==> src/mdio_frame_pkg.sv <==
package mdio_frame_pkg;

	//////////////////////////////////////////////////////////////////////
	// Clause 22 frame layout

	// Field widths in wire order
	localparam int ST_W    = 2;
	localparam int OP_W    = 2;
	localparam int PHYAD_W = 5;
	localparam int REGAD_W = 5;
	localparam int TA_W    = 2;
	localparam int DATA_W  = 16;

	// Bits after the preamble
	localparam int FRAME_BITS = 32;

	// Last master-driven bit of a read, counted from the first frame bit
	localparam int ADDR_END_BIT = ST_W + OP_W + PHYAD_W + REGAD_W;

	//////////////////////////////////////////////////////////////////////
	// Line codes

	localparam logic [ST_W-1:0] ST_CODE  = 2'b01;
	localparam logic [OP_W-1:0] OP_READ  = 2'b10;
	localparam logic [OP_W-1:0] OP_WRITE = 2'b01;

	// Master drives 1 then 0 on a write
	localparam logic [TA_W-1:0] TA_WRITE = 2'b10;

	// Fields MSB first, st goes out on the wire first
	typedef struct packed {
		logic [ST_W-1:0]    st;
		logic [OP_W-1:0]    op;
		logic [PHYAD_W-1:0] phyad;
		logic [REGAD_W-1:0] regad;
		logic [TA_W-1:0]    ta;
		logic [DATA_W-1:0]  data;
	} frame_fields_t;

	// Built as fields, shifted as raw bits
	typedef union packed {
		frame_fields_t           fields;
		logic [FRAME_BITS-1:0]   raw;
	} frame_u;

endpackage

==> src/mdio_host_pkg.sv <==
package mdio_host_pkg;

	//////////////////////////////////////////////////////////////////////
	// Host side command types

	// Register number inside one PHY
	typedef logic [4:0] reg_addr_t;

	// Station address on the shared bus
	typedef logic [4:0] phy_addr_t;

	// One management register word
	typedef logic [15:0] reg_data_t;

	//////////////////////////////////////////////////////////////////////
	// Sequencer states

	// Gap holds busy after the frame
	typedef enum logic [1:0] {
		IDLE     = 2'd0,
		PREAMBLE = 2'd1,
		FRAME    = 2'd2,
		GAP      = 2'd3
	} seq_state_t;

endpackage

==> src/mdio_shift_if.sv <==
`timescale 1ns/1ns

interface mdio_shift_if;

	// Single cycle, aligned with the MDC fall that drives frame bit 31
	logic load;

	// Whole frame, sampled only at load
	mdio_frame_pkg::frame_u frame;

	// Single cycle, end of the frame
	logic done;

	// Captured read word, good while done is high
	mdio_host_pkg::reg_data_t rd_data;

	// Control side
	modport seq (
		output load,
		output frame,
		input  done,
		input  rd_data
	);

	// Datapath side
	modport shifter (
		input  load,
		input  frame,
		output done,
		output rd_data
	);

endinterface

==> src/mdc_clock_gen.sv <==
`timescale 1ns/1ns

module mdc_clock_gen #(
	parameter int CLK_DIV = 60
) (
	input  logic clk,
	input  logic reset,
	output logic mdc,
	output logic mdc_rise,
	output logic mdc_fall
);

	// Half period in clk cycles
	localparam int HALF_DIV = CLK_DIV / 2;
	localparam int CNT_W = (HALF_DIV > 1) ? $clog2(HALF_DIV) : 1;
	localparam logic [CNT_W-1:0] CNT_LAST = CNT_W'(HALF_DIV - 1);

	logic [CNT_W-1:0] div_cnt;

	//////////////////////////////////////////////////////////////////////
	// Free running divider

	always_ff @(posedge clk) begin
		if (reset) begin
			div_cnt  <= '0;
			mdc      <= 1'b0;
			mdc_rise <= 1'b0;
			mdc_fall <= 1'b0;
		end else begin
			// Strobes last one cycle only
			mdc_rise <= 1'b0;
			mdc_fall <= 1'b0;
			if (div_cnt == CNT_LAST) begin
				div_cnt <= '0;
				mdc     <= ~mdc;
				// Strobe rises together with the new mdc level
				mdc_rise <= ~mdc;
				mdc_fall <= mdc;
			end else begin
				div_cnt <= div_cnt + 1'b1;
			end
		end
	end

endmodule

==> src/mdio_frame_shifter.sv <==
`timescale 1ns/1ns

module mdio_frame_shifter (
	input  logic clk,
	input  logic reset,
	input  logic mdc_rise,
	input  logic mdc_fall,
	mdio_shift_if.shifter shift,
	output logic mdio_tx_data,
	output logic mdio_tx_en,
	input  logic mdio_rx_data
);

	// Bit positions counted from 1 at the first frame bit
	localparam logic [5:0] LAST_BIT    = 6'(mdio_frame_pkg::FRAME_BITS);
	localparam logic [5:0] RELEASE_BIT = 6'(mdio_frame_pkg::ADDR_END_BIT);
	localparam logic [5:0] TA_END_BIT  =
		6'(mdio_frame_pkg::ADDR_END_BIT + mdio_frame_pkg::TA_W);

	logic [mdio_frame_pkg::FRAME_BITS-1:0] sr;
	logic [5:0] bit_cnt;
	logic active;
	logic is_read;
	logic done_r;
	mdio_host_pkg::reg_data_t cap;

	//////////////////////////////////////////////////////////////////////
	// Line control

	always_ff @(posedge clk) begin
		if (reset) begin
			active       <= 1'b0;
			is_read      <= 1'b0;
			bit_cnt      <= '0;
			done_r       <= 1'b0;
			mdio_tx_en   <= 1'b0;
			mdio_tx_data <= 1'b0;
		end else begin
			done_r <= 1'b0;
			if (shift.load) begin
				// First frame bit goes out at the load edge
				active       <= 1'b1;
				is_read      <= (shift.frame.fields.op == mdio_frame_pkg::OP_READ);
				bit_cnt      <= 6'd1;
				mdio_tx_en   <= 1'b1;
				mdio_tx_data <= shift.frame.raw[mdio_frame_pkg::FRAME_BITS-1];
			end else if (active && mdc_fall) begin
				if (!is_read && bit_cnt == LAST_BIT) begin
					// Write finished, let go of the line
					active       <= 1'b0;
					done_r       <= 1'b1;
					mdio_tx_en   <= 1'b0;
					mdio_tx_data <= 1'b0;
				end else begin
					bit_cnt <= bit_cnt + 6'd1;
					// Read turns the line around after the register address
					if (is_read && bit_cnt >= RELEASE_BIT) begin
						mdio_tx_en   <= 1'b0;
						mdio_tx_data <= 1'b0;
					end else begin
						mdio_tx_data <= sr[mdio_frame_pkg::FRAME_BITS-1];
					end
				end
			end else if (active && is_read && mdc_rise && bit_cnt == LAST_BIT) begin
				// Last data bit taken this edge
				active <= 1'b0;
				done_r <= 1'b1;
			end
		end
	end

	//////////////////////////////////////////////////////////////////////
	// Shift and capture registers

	always_ff @(posedge clk) begin
		// Head bit already on the line at load
		if (shift.load) begin
			sr <= shift.frame.raw << 1;
		end else if (active && mdc_fall) begin
			sr <= sr << 1;
		end
		// PHY data sampled mid-bit, MSB first
		if (active && is_read && mdc_rise && bit_cnt > TA_END_BIT) begin
			cap <= {cap[14:0], mdio_rx_data};
		end
	end

	assign shift.done    = done_r;
	assign shift.rd_data = cap;

endmodule

==> src/mdio_master.sv <==
`timescale 1ns/1ns

module mdio_master #(
	parameter int CLK_DIV      = 60,
	parameter int PREAMBLE_LEN = 32,
	parameter int GAP_CYCLES   = 16
) (
	input  logic clk,
	input  logic reset,
	input  mdio_host_pkg::phy_addr_t phy_addr,
	input  mdio_host_pkg::reg_addr_t reg_addr,
	input  mdio_host_pkg::reg_data_t wr_data,
	input  logic reg_wr,
	input  logic reg_rd,
	output logic busy,
	output mdio_host_pkg::reg_data_t rd_data,
	output logic mdc,
	output logic mdio_tx_data,
	output logic mdio_tx_en,
	input  logic mdio_rx_data
);

	logic mdc_rise;
	logic mdc_fall;
	logic pre_en;
	logic sh_tx_data;
	logic sh_tx_en;

	// Sequencer to shifter
	mdio_shift_if shift_bus ();

	//////////////////////////////////////////////////////////////////////
	// Blocks

	mdc_clock_gen #(
		.CLK_DIV (CLK_DIV)
	) u_clock_gen (
		.clk      (clk),
		.reset    (reset),
		.mdc      (mdc),
		.mdc_rise (mdc_rise),
		.mdc_fall (mdc_fall)
	);

	mdio_sequencer #(
		.PREAMBLE_LEN (PREAMBLE_LEN),
		.GAP_CYCLES   (GAP_CYCLES)
	) u_sequencer (
		.clk      (clk),
		.reset    (reset),
		.mdc_fall (mdc_fall),
		.phy_addr (phy_addr),
		.reg_addr (reg_addr),
		.wr_data  (wr_data),
		.reg_wr   (reg_wr),
		.reg_rd   (reg_rd),
		.busy     (busy),
		.rd_data  (rd_data),
		.pre_en   (pre_en),
		.shift    (shift_bus.seq)
	);

	mdio_frame_shifter u_shifter (
		.clk          (clk),
		.reset        (reset),
		.mdc_rise     (mdc_rise),
		.mdc_fall     (mdc_fall),
		.shift        (shift_bus.shifter),
		.mdio_tx_data (sh_tx_data),
		.mdio_tx_en   (sh_tx_en),
		.mdio_rx_data (mdio_rx_data)
	);

	//////////////////////////////////////////////////////////////////////
	// Line merge

	// Preamble is all ones, driven
	assign mdio_tx_en   = pre_en ? 1'b1 : sh_tx_en;
	assign mdio_tx_data = pre_en ? 1'b1 : sh_tx_data;

endmodule

==> src/mdio_sequencer.sv <==
`timescale 1ns/1ns

module mdio_sequencer #(
	parameter int PREAMBLE_LEN = 32,
	parameter int GAP_CYCLES   = 16
) (
	input  logic clk,
	input  logic reset,
	input  logic mdc_fall,
	input  mdio_host_pkg::phy_addr_t phy_addr,
	input  mdio_host_pkg::reg_addr_t reg_addr,
	input  mdio_host_pkg::reg_data_t wr_data,
	input  logic reg_wr,
	input  logic reg_rd,
	output logic busy,
	output mdio_host_pkg::reg_data_t rd_data,
	output logic pre_en,
	mdio_shift_if.seq shift
);

	// One counter serves preamble bits and gap cycles
	localparam int CNT_MAX = (PREAMBLE_LEN > GAP_CYCLES) ? PREAMBLE_LEN : GAP_CYCLES;
	localparam int CNT_W = $clog2(CNT_MAX + 1);
	localparam logic [CNT_W-1:0] PRE_LAST = CNT_W'(PREAMBLE_LEN);
	localparam logic [CNT_W-1:0] GAP_LAST = CNT_W'(GAP_CYCLES - 1);

	mdio_host_pkg::seq_state_t state;
	logic [CNT_W-1:0] cnt;
	logic busy_r;
	logic cmd_go;
	mdio_frame_pkg::frame_u frame_q;

	// Commands only taken while idle, read has priority
	assign cmd_go = (state == mdio_host_pkg::IDLE) && (reg_rd || reg_wr);

	// High from the strobe cycle onward
	assign busy = busy_r | reg_wr | reg_rd;

	// Fall after the last preamble one starts the frame
	assign shift.load = (state == mdio_host_pkg::PREAMBLE) && mdc_fall && (cnt == PRE_LAST);
	assign shift.frame = frame_q;

	//////////////////////////////////////////////////////////////////////
	// Command latch

	always_ff @(posedge clk) begin
		if (cmd_go) begin
			frame_q.fields.st    <= mdio_frame_pkg::ST_CODE;
			frame_q.fields.op    <= reg_rd ? mdio_frame_pkg::OP_READ : mdio_frame_pkg::OP_WRITE;
			frame_q.fields.phyad <= phy_addr;
			frame_q.fields.regad <= reg_addr;
			// Read turnaround and data slots belong to the PHY
			frame_q.fields.ta    <= reg_rd ? '1 : mdio_frame_pkg::TA_WRITE;
			frame_q.fields.data  <= reg_rd ? '1 : wr_data;
		end
	end

	//////////////////////////////////////////////////////////////////////
	// Transaction FSM

	always_ff @(posedge clk) begin
		if (reset) begin
			state   <= mdio_host_pkg::IDLE;
			cnt     <= '0;
			busy_r  <= 1'b0;
			pre_en  <= 1'b0;
			rd_data <= '0;
		end else begin
			case (state)
				mdio_host_pkg::IDLE: begin
					if (cmd_go) begin
						busy_r <= 1'b1;
						cnt    <= '0;
						state  <= mdio_host_pkg::PREAMBLE;
					end
				end

				// One preamble bit per MDC fall
				mdio_host_pkg::PREAMBLE: begin
					if (mdc_fall) begin
						if (shift.load) begin
							// Shifter owns the line from here
							pre_en <= 1'b0;
							state  <= mdio_host_pkg::FRAME;
						end else begin
							pre_en <= 1'b1;
							cnt    <= cnt + 1'b1;
						end
					end
				end

				// Wait for the shifter
				mdio_host_pkg::FRAME: begin
					if (shift.done) begin
						cnt   <= '0;
						state <= mdio_host_pkg::GAP;
						if (frame_q.fields.op == mdio_frame_pkg::OP_READ) begin
							rd_data <= shift.rd_data;
						end
					end
				end

				// Idle time between frames, in clk cycles
				mdio_host_pkg::GAP: begin
					if (cnt == GAP_LAST) begin
						busy_r <= 1'b0;
						state  <= mdio_host_pkg::IDLE;
					end else begin
						cnt <= cnt + 1'b1;
					end
				end

				default: begin
					state <= mdio_host_pkg::IDLE;
				end
			endcase
		end
	end

endmodule

==> config.mk <==
export PLATFORM = sky130hd
export DESIGN_NAME = mdio_master
export DESIGN_NICKNAME = d
export VERILOG_FILES = /design/src/mdio_frame_pkg.sv /design/src/mdio_host_pkg.sv /design/src/mdio_shift_if.sv /design/src/mdc_clock_gen.sv /design/src/mdio_frame_shifter.sv /design/src/mdio_master.sv /design/src/mdio_sequencer.sv
export SDC_FILE = /design/constraint.sdc
export NUM_CORES = 1
export LEC_CHECK = 0
export BUFFER_PORTS_ARGS = -buffer_cell sky130_fd_sc_hd__buf_4
export CAP_MARGIN = 10
export CELL_PAD_IN_SITES_DETAIL_PLACEMENT = 1
export CELL_PAD_IN_SITES_GLOBAL_PLACEMENT = 2
export CORE_ASPECT_RATIO = 0.75
export CORE_MARGIN = 3
export CORE_UTILIZATION = 40
export CTS_CLUSTER_SIZE = 10
export DETAILED_ROUTE_END_ITERATION = 8
export HOLD_SLACK_MARGIN = 0.15
export PLACE_DENSITY_LB_ADDON = 0.1
export SLEW_MARGIN = 20
export SYNTH_ARGS = -nofsm -noshare
export SYNTH_HDL_FRONTEND = slang
export SYNTH_HIERARCHICAL = 1
export SYNTH_SLANG_ARGS = --single-unit
==> constraint.sdc <==
create_clock -name clk -period 4.7 [get_ports clk]
set_input_delay 0.705 -clock clk [delete_from_list [all_inputs] [get_ports clk]]
set_output_delay 0.705 -clock clk [all_outputs]
set_load 0.005 [all_outputs]
==> results by group, run 1 <==
CTS
  • Longest Clk Path Bufs: 2
  • H-tree depth: 4
  • CTS root buffer: clkbuf_16
  • CTS buffer count: 17
  • Sink Count: 120
  • CTS tree: done
  • Hold_buf cts: 0
  • Postcts setup bufs: 0
  • Worst-path clk slew: 0.05 ns
  • CTS resizes: 0
  • Clock Latency Late Sink: approximately 0.4 ns

Critical path
  • Setup CP Type: reg2reg
  • Worst path cell trace: inv_1 -> ha_1 -> nand4_1 -> or4_1 -> clkinv_1 -> buf_4 -> or4_4 -> o41ai_2
  • Worst Path Buf+Inv: 3
  • CP endpoint kind: flop
  • Crit Path Max Fanout: 31
  • CP max stage delay: 0.63 ns
  • CP max stage cell: or4_4
  • Crit path max-delay family: buffers and inverters
  • Setup crit start kind: flop
  • CP required: 5.00 ns
  • Reg2reg setup slack: 1.84 ns
  • Critical path arrival: 3.16 ns

Place
  • Pre-CTS setup slack: around 1.8 ns
  • Final GP Congestion: 0.756
  • I/O Buffers: 50
  • Placed Area: between 0.005 and 0.006 mm2
  • Detailed Place HPWL: 6.50 mm

Run
  • Max-cap violations: 0

Timing
  • Post-route clock period utilization: 60.8%
  • Worst setup margin: 1.84 ns
  • Final setup viols: 0
  • Max Clock Skew: 0.0118 ns
  • RSZ-0062 raised after global routing: false
  • Setup TNS: 0 ns
  • Final Critical Period: 2.86 ns
  • Fmax: 0.350 GHz
  • Tightest Pin Transition: 0.811 ns
  • Final hold vios: 0
  • Slew Limit Fails: 0
  • Worst rel slew slack: 45.8%

Floorplanning
  • Starting density of the core: 41.9%
  • Die height: approximately 100 um
  • Num ports: 51
  • Rows: 34
  • Die W: 135 um
  • Core ar.: 0.0119 mm2
  • Die area: 0.0139 mm2

Synth
  • Register area share after synthesis: 63.1%
  • Post-Syn Instances: 390
  • Post-synthesis register bit count: 120
  • Top post-synthesis cells by area: edfxtp_1 (45%), dfxtp_1 (18%), mux2_2 (6.5%)
  • Post-synth EDFFs: 75
  • Post-synth top area share: a little under half
  • Synthesized area: 0.00500 mm2
  • Top FF cell, synth: edfxtp_1
  • Yosys warning count: 6
  • Asr flop ratio synth: 0%
  • Synth cell types: 63
  • Mean post-synth cell area: 12.8 um2
  • Largest area contributor in the netlist: edfxtp_1

Drt
  • Routed WL: 9.95 mm
  • Detailed Routing Iterations Pass 1: 4
  • DRT iter0 DRCs: 120
  • Vias per cell: 5.11
  • Drc violations: 0
  • Post-route antenna net violation count: 0
  • Wire per inst: 16.0 um
  • DR vias: 3179

Layout
  • Antenna diodes: 0
  • Multi-input gate area: around 0.0017 mm2
  • P&R area growth vs syn: 22.1%
  • Share of cells above drive strength 1: between 30% and 40%
  • Commonest non-fill, non-tap cell in the layout: edfxtp_1
  • Finished Cell Area: 0.00610 mm2
  • Nets@finish: 490
  • Filler Cells Inserted: 1218
  • Register Area: 0.00315 mm2
  • Highest-count cells in the layout ignoring fill and taps: edfxtp_1 (75), buf_4 (54), dfxtp_1 (45)
  • Finished Core Util: 51.2%

Run status
  • Status: finished, final reports clean

GRT
  • First-pass GRT wire length: about 16 mm
  • Largest net degree at the start of global routing: between 40 and 50
  • Number of global-route vias before repair: 3118
  • GRT Overall Usage: between 10% and 20%
  • Total grt overflow: 0
  • Antenna violations before repair: 0

Power and ir drop
  • PD cells: 461 mW/mm2
  • VDD IR-drop max: 0.240 mV
  • Leakage power: 2.28 nW
  • Total power: 2.81 mW

Min path
  • HP Class: reg2reg
## metrics by stage
| stage | hold slack (ns) | std cells |
|---|---|---|
| 3_5_place_dp | 0.435 | 590 |
| 3_3_place_gp | 0.432 | 590 |
| 2_1_floorplan | 0.426 | 391 |
| 5_1_grt | 0.454 | 622 |
| 6_report | 0.450 | 622 |
| 4_1_cts | 0.452 | 622 |
## layer usage
layer | share of wire (%) | global-route usage [%]
met1 | 49 | 20.1
met2 | 47 | 24.5
met3 | 3.1 | 4.68
met4 | 1.3 | 5.34
met5 | 0 | 0
## layout make-up
cell class              instances  share of cell area, %
flip-flops and latches        120                   51.7
multi-input cells             237                   27.7
clock buffers                  24                   8.08
repair buffers                 54                   6.65
well taps                     162                   3.32
clock inverters                 8                   1.54
inverters                      17                   1.05
## final timing paths
path / start / end / cells after the start
max: u_sequencer/state[1] / u_sequencer/cnt[4] / 8
min: u_shifter/shift.rd_data[1] / u_shifter/shift.rd_data[2] / 0
max reg2reg: u_sequencer/state[1] / u_sequencer/cnt[4] / 8
min reg2reg: u_shifter/shift.rd_data[1] / u_shifter/shift.rd_data[2] / 0
## power by group
group	switching, mW	leakage, nW	internal [mW]
clock	0.437	0.293	0.836
combinational	0.172	0.882	0.0962
sequential	0.0398	1.10	1.23
total	0.649	2.28	2.16
## state kept, by name, summed over array words and instances (netlist names)
signal and count:
u_shifter/mdio_tx_en 1, u_sequencer/state 2, u_sequencer/busy_r 1, u_shifter/shift.rd_data 16, u_clock_gen/mdc_fall 1, u_shifter/bit_cnt 6
u_shifter/shift.done 1, u_clock_gen/mdc 1, u_sequencer/shift.frame 28, u_clock_gen/div_cnt 5, u_sequencer/rd_data 16, u_shifter/active 1
u_sequencer/pre_en 1, u_clock_gen/mdc_rise 1, u_sequencer/cnt 6, u_shifter/is_read 1, u_shifter/sr 31, u_shifter/mdio_tx_data 1
## cell families after synthesis
| logic type | after synthesis | synth area share [%] |
|---|---|---|
| and+or+nand+nor | 122 | 13.6 |
| buffers and inverters | 34 | 3.26 |
| DFF | 120 | 63.1 |
| xor gates and xnor gates | 1 | 0.175 |
| adders and majority gates | 12 | 3.01 |
| AOI/OAI and AO/OA | 66 | 9.27 |
| other | 2 | 0.150 |
| muxes | 33 | 7.44 |
## cell usage after synthesis (3+ instances only)
cell / instances
o41ai_1: 3
or4_1: 3
a31oi_1: 4
a21oi_1: 26
mux2_2: 29
dfxtp_1: 45
inv_1: 16
nand2_1: 42
nand3_1: 7
mux2i_1: 3
o21ai_0: 7
edfxtp_1: 75
clkbuf_1: 7
buf_4: 4
or3_1: 5
buf_2: 4
nor2b_1: 7
ha_1: 12
o41ai_2: 3
or2_2: 17
nor2_1: 12
and2_1: 4
o21bai_1: 3
Note: power is estimated with default switching activity, not from simulation.
==> run 2, diff against run 1 <==
- clock period: 4.7 -> 2.65 ns (I/O delays scaled with it)
==> run 2 against run 1 <==
  * Sequential power up 76%
  * Routed wire length up 3.4%
  * Utilization up 1.1 points
  * Die area unchanged
  * Via count up 0.53%
  * Final cell count up 1.8%
  * Critical path depth down 1
  * Critical path type unchanged
  * Highest routed layer unchanged
==> results by group, run 2 (synthesis results as in run 1) <==
Run status
  • Status: finished, final reports clean

Drt
  • Vias per cell: 5.05 (-1.2%)
  • Wire per inst: 16.3 um (+1.6%)
  • DRT iter0 DRCs: 159 (+33%)
  • Detailed Routing Iterations Pass 1: 4 (unchanged)
  • Post-route antenna net violation count: 0 (unchanged)
  • DR vias: 3196 (+0.53%)
  • Drc violations: 0 (unchanged)
  • Routed WL: 10.3 mm (+3.4%)

Floorplanning
  • Num ports: 51 (unchanged)
  • Core ar.: 0.0119 mm2 (unchanged)
  • Starting density of the core: 41.9% (unchanged)
  • Die area: 0.0139 mm2 (unchanged)
  • Die W: 135 um (unchanged)
  • Die height: 103 um (unchanged)
  • Rows: 34 (unchanged)

Layout
  • Finished Core Util: 52.3% (+1.1 points)
  • Antenna diodes: 0 (unchanged)
  • Finished Cell Area: 0.00623 mm2 (+2.1%)
  • P&R area growth vs syn: 24.7%
  • Commonest non-fill, non-tap cell in the layout: edfxtp_1
  • Filler Cells Inserted: 1230 (+0.99%)
  • Highest-count cells in the layout ignoring fill and taps: edfxtp_1 (75), buf_4 (56), dfxtp_1 (45)
  • Nets@finish: 501 (+2.2%)
  • Share of cells above drive strength 1: 32.1% (+0.54 points)
  • Max FFs per register: 31 (unchanged)
  • Most flops, register: u_shifter/sr

Power and ir drop
  • PD cells: 814 mW/mm2 (+77%)
  • Logic pwr share: 9.7% (about the same)
  • Leakage power: 2.32 nW (+1.9%)
  • Pint: 3.83 mW (+78%)
  • Clock share of power: 46.1% (+0.8 points)
  • Sequential power share: 44.3% (-0.8 points)
  • VDD IR-drop max: 0.636 mV (+160%)
  • Sw Share: 24.4% (+1.2 points)
  • Switch Pwr: 1.24 mW (+90%)

Timing
  • Fin Hold WS: 0.179 ns (-0.271 ns)
  • Worst rel slew slack: 44.9% (-0.93 points)
  • Slew Limit Fails: 0 (unchanged)
  • Final hold vios: 0 (unchanged)
  • Setup TNS: 0 ns (unchanged)
  • Max Clock Skew: 0.00931 ns (-0.00253 ns)
  • Tightest Pin Transition: 0.825 ns (+0.0139 ns)
  • Final Critical Period: 2.34 ns (-0.513 ns)
  • Final setup viols: 0 (unchanged)
  • Post-route clock period utilization: 88.5% (+28 points)
  • Fmax: 0.427 GHz (+22%)
  • RSZ-0062 raised after global routing: false
  • Worst setup margin: 0.306 ns (-1.54 ns)

Critical path
  • CP endpoint kind: flop
  • FF-to-FF path depth: 7 (-1)
  • CP required: 2.80 ns (-2.20 ns)
  • Critical path arrival: 2.50 ns (-0.66 ns)
  • Setup CP Type: reg2reg
  • Setup crit start kind: flop
  • Reg2reg setup slack: 0.31 ns (-1.54 ns)
  • Crit Path Max Fanout: 21 (-32%)

CTS
  • CTS tree: done
  • Hold_buf cts: 8 (+8)
  • CTS buffer count: 17 (unchanged)
  • Postcts setup bufs: 0 (unchanged)
  • H-tree depth: 4 (unchanged)
  • Longest Clk Path Bufs: 2 (unchanged)
  • Clock Latency Late Sink: 0.41 ns (about the same)
  • Sink Count: 120 (unchanged)
  • Worst-path clk slew: 0.06 ns (about the same)
  • CTS resizes: 0 (unchanged)
  • CTS root buffer: clkbuf_16

Place
  • Pre-CTS setup slack: 0.334 ns (-1.48 ns)
  • I/O Buffers: 50 (unchanged)
  • Detailed Place HPWL: 6.50 mm (about the same)
  • Final GP Congestion: 0.785 (+3.8%)
  • Placed Area: 0.00555 mm2 (+0.68%)

GRT
  • GRT Overall Usage: 15.9% (+0.54 points)
  • Antenna violations before repair: 0 (unchanged)
  • First-pass GRT wire length: 16.9 mm (+4.3%)
  • Largest net degree at the start of global routing: 43 (unchanged)
  • Number of global-route vias before repair: 3337 (+7.0%)
  • Total grt overflow: 0 (unchanged)

Min path
  • HP Class: in2reg
  • WHS Path Cells: 1 (+1)

Run
  • Max-cap violations: 0 (unchanged)
[run 2: changes by cell type in the layout (fill, tap and decap cells not counted), moves of 2 or more]
cell | before | now
clkinv_1 | 1 | 3
clkinvlp_4 | 0 | 3
inv_6 | 0 | 4
clkinv_2 | 5 | 2
dlygate4sd3_1 | 0 | 8
buf_4 | 54 | 56
clkbuf_1 | 4 | 0
clkbuf_8 | 2 | 0
[run 2: worst max-delay path: stages, from the launching register on]
cell and delay, ns:
dfxtp_1 0.33, inv_1 0.11, ha_1 0.28, nand4_1 0.11, or4_1 0.45, clkinv_1 0.13
buf_4 0.29, mux2_2 0.38
[run 2: power groups by stage]
stage	Combinational, mW	Sequential [mW]	Clock [mW]
CTS	0.493	2.25	2.39
finish	0.490	2.24	2.34
floorplan	0.346	2.26	0
detailed placement	0.481	2.29	0
global route	0.545	2.26	2.48
global placement	0.462	2.28	0
[run 2: stage by stage]
step	power, mW	instances
2_1_floorplan	2.61	391
3_3_place_gp	2.74	593
3_5_place_dp	2.77	593
4_1_cts	5.13	633
5_1_grt	5.29	633
6_report	5.07	633
[run 2: worst paths after layout]
path                                       to                  startpoint
setup / recovery             u_shifter/sr[10]        u_sequencer/state[1]
hold / removal    u_sequencer/shift.frame[26]                 phy_addr[3]
setup reg to reg             u_shifter/sr[10]        u_sequencer/state[1]
hold reg to reg    u_shifter/shift.rd_data[6]  u_shifter/shift.rd_data[5]
[run 2: final cells by class]
class	count	area, um2	share of cell area, %
inverter	17	63.8	1.02
clock buffer	17	425	6.83
multi-input combinational	237	1690	27.1
clock inverter	15	174	2.79
timing repair buffer	65	520	8.36
tap	162	203	3.25
sequential	120	3150	50.6
[run 2: per-layer routing]
metal,routed length (um),global-route usage (%)
met1,4940,20.8
met2,4940,25.5
met3,291,4.59
met4,114,5.58
met5,0,0
==> run 3, diff against run 2 <==
- ABC_AREA: not set -> 1
- CORE_UTILIZATION: 40 -> 37
- PLACE_DENSITY_LB_ADDON: 0.1 -> 0.05
==> run 3 against run 2 <==
  * Sequential share of layout area fell by 0.53 points
  * Global-route usage up 0.36 points
  * Synthesized cell count rose by 36%
  * Sequential power about the same
  * Maximum frequency rose by 12%
  * Power up 0.18%
  * Worst hold slack got worse by 0.0037 ns
  * Sequential cell count is the same
  * Combinational power grew 23%
==> results by group, run 3 <==
Critical path
  • CP required: 2.94 ns (+0.14 ns)
  • CP max stage cell: nor3_4
  • Worst Setup SP: u_sequencer/state[0]
  • CP endpoint kind: flop
  • Critical path arrival: 2.39 ns (-0.11 ns)
  • Crit Path Max Fanout: 17 (-19%)
  • Setup crit start kind: flop
  • CP max stage delay: 0.50 ns (+0.05 ns)
  • Worst path cell trace: inv_1 -> ha_1 -> nand2_1 -> nor3_4 -> inv_1 -> nor2_1 -> nor2_1
  • Setup CP Type: reg2reg
  • Reg-to-reg startpoint: u_sequencer/state[0]

CTS
  • Longest Clk Path Bufs: 2 (unchanged)
  • H-tree depth: 4 (unchanged)
  • Clock Latency Late Sink: 0.41 ns (about the same)
  • Hold_buf cts: 4 (-4)
  • CTS tree: done
  • Sink Count: 120 (unchanged)
  • CTS root buffer: clkbuf_16
  • Worst-path clk slew: 0.05 ns (about the same)
  • CTS resizes: 0 (unchanged)
  • CTS buffer count: 17 (unchanged)
  • Postcts setup bufs: 0 (unchanged)

Floorplanning
  • Die W: 142 um (+5.0%)
  • Die area: 0.0153 mm2 (+10%)
  • Die height: 108 um (+4.9%)
  • Num ports: 51 (unchanged)
  • Rows: 36 (+5.9%)
  • Starting density of the core: 38.6% (-3.3 points)
  • Core ar.: 0.0132 mm2 (+11%)

Drt
  • DRT iter0 DRCs: 160 (+0.63%)
  • Post-route antenna net violation count: 0 (unchanged)
  • Vias per cell: 4.57 (-9.4%)
  • Wire per inst: 14.6 um (-9.9%)
  • DR vias: 3563 (+11%)
  • Detailed Routing Iterations Pass 1: 4 (unchanged)
  • Routed WL: 11.4 mm (+11%)
  • Drc violations: 0 (unchanged)

GRT
  • Total grt overflow: 0 (unchanged)
  • Largest net degree at the start of global routing: 38 (-12%)
  • Number of global-route vias before repair: 3799 (+14%)
  • First-pass GRT wire length: 19.2 mm (+13%)
  • Antenna violations before repair: 0 (unchanged)
  • GRT Overall Usage: 16.2% (+0.36 points)

Synth
  • Post-Syn Instances: 529 (+36%)
  • Post-synthesis register bit count: 120 (unchanged)
  • Top post-synthesis cells by area: edfxtp_1 (44%), dfxtp_1 (18%), nand2_1 (12%)
  • Post-synth EDFFs: 75 (unchanged)
  • Most frequent cell after synthesis: nand2_1
  • Synthesized area: 0.00511 mm2 (+2.4%)
  • Top FF cell, synth: edfxtp_1
  • Yosys warning count: 6 (unchanged)
  • Synth cell types: 34 (-46%)
  • Top cells by count, synth: nand2_1 (157), edfxtp_1 (75), nor2_1 (72), dfxtp_1 (45), inv_1 (42)
  • Register area share after synthesis: 61.7% (-1.5 points)
  • Largest area contributor in the netlist: edfxtp_1
  • Asr flop ratio synth: 0% (unchanged)
  • Post-synth top area share: 44.0% (-1.0 points)
  • Mean post-synth cell area: 9.67 um2 (-25%)

Place
  • I/O Buffers: 50 (unchanged)
  • Final GP Congestion: 0.764 (-2.7%)
  • Detailed Place HPWL: 7.79 mm (+20%)
  • Placed cells: 739 (+25%)

Timing
  • Tightest Pin Transition: 0.714 ns (-0.111 ns)
  • Worst rel slew slack: 52.4% (+7.5 points)
  • Final setup viols: 0 (unchanged)
  • Max Clock Skew: 0.00787 ns (-0.00145 ns)
  • Fmax: 0.477 GHz (+12%)
  • Setup TNS: 0 ns (unchanged)
  • Final Critical Period: 2.09 ns (-0.250 ns)
  • Slew Limit Fails: 0 (unchanged)
  • RSZ-0062 raised after global routing: false
  • Final hold vios: 0 (unchanged)
  • Post-route clock period utilization: 79.0% (-9.4 points)

Min path
  • HP Class: in2reg
  • Min-delay src: phy_addr[2]

Power and ir drop
  • Total power: 5.08 mW (+0.18%)
  • Sequential power share: 44.7% (+0.4 points)
  • VDD IR-drop max: 0.536 mV (-16%)
  • Leakage power: 2.68 nW (+15%)
  • Logic pwr share: 11.9% (+2.2 points)
  • Clock share of power: 43.4% (-2.7 points)
  • Switch Pwr: 1.28 mW (+3.4%)
  • PD cells: 807 mW/mm2 (-0.87%)
  • Sw Share: 25.2% (+0.79 points)
  • Pint: 3.80 mW (-0.86%)

Layout
  • Finished Core Util: 47.5% (-4.8 points)
  • Most flops, register: u_shifter/sr
  • Antenna diodes: 0 (unchanged)
  • Post-Layout Cell Count: 779 (+23%)
  • P&R area growth vs syn: 23.1%
  • Highest-count cells in the layout ignoring fill and taps: nand2_1 (157), edfxtp_1 (75), nor2_1 (71)
  • Share of cells above drive strength 1: 21.2% (-11 points)
  • Nets@finish: 638 (+27%)
  • Max FFs per register: 31 (unchanged)
  • Commonest non-fill, non-tap cell in the layout: nand2_1

Run status
  • Status: finished, final reports clean

Run
  • Max-cap violations: 0 (unchanged)
==> run 3: worst max-delay path: cells and delay by family (launching register included) <==
kind	cells	cell delay (ns)
AND/OR/NAND/NOR	4	0.88
buffers and inverters	2	0.55
flip-flops	1	0.34
adder cells (fa/ha/maj)	1	0.20
==> run 3: per-stage QoR <==
step / setup WS [ns] / cell area, um2 / hold WS (ns)
final: 0.555 / 6290 / 0.175
after global routing: 0.344 / 6290 / 0.153
after CTS: 0.527 / 6250 / 0.150
after detailed placement: 0.535 / 5640 / 0.445
after global placement: 0.664 / 5640 / 0.434
after floorplan: 0.378 / 5120 / 0.427
==> run 3: area by class of cell <==
class	instances	area, um2
flip-flops and latches	120	3150
multi-input cells	346	1680
fillers	1534	6950
inverters	47	179
clock inverters	8	70.1
clock buffers	24	503
well taps	171	214
repair buffers	63	493
==> run 3: cells by family (layout without fill, tap and decap cells) <==
logic type / Yosys count / count (layout) / synth area share [%]
adder cells (fa/ha/maj): 12 / 12 / 2.94
AO/OA/AOI/OAI: 38 / 38 / 3.89
buffers and inverters: 64 / 142 / 5.55
AND/OR/NAND/NOR: 289 / 289 / 25.1
XOR/XNOR: 4 / 4 / 0.685
flip-flops: 120 / 120 / 61.7
other: 2 / 3 / 0.147
==> run 3: worst paths after layout <==
| path | endpoint | slack (ns) | depth (start not counted) |
|---|---|---|---|
| worst max-delay path | u_sequencer/rd_data[5] | 0.56 | 7 |
| worst min-delay path | u_sequencer/shift.frame[25] | 0.17 | 1 |
| worst max register to register | u_sequencer/rd_data[5] | 0.56 | 7 |
| worst min register to register | u_shifter/shift.rd_data[10] | 0.45 | 0 |
==> run 3: power by group through the flow <==
stage,Sequential [mW],Combinational [mW],Clock [mW]
after global routing,2.30,0.699,2.34
after global placement,2.30,0.585,0
after detailed placement,2.31,0.606,0
after floorplan,2.28,0.437,0
final,2.27,0.604,2.20
after CTS,2.27,0.614,2.26
==> run 3: metal layers <==
metal,up-vias,part of all wire (%),global-route usage (%)
li1,1835,-,-
met1,1684,49,21.5
met2,40,47,25.5
met3,4,3.1,4.93
met4,0,0.41,5.14
met5,-,0,0
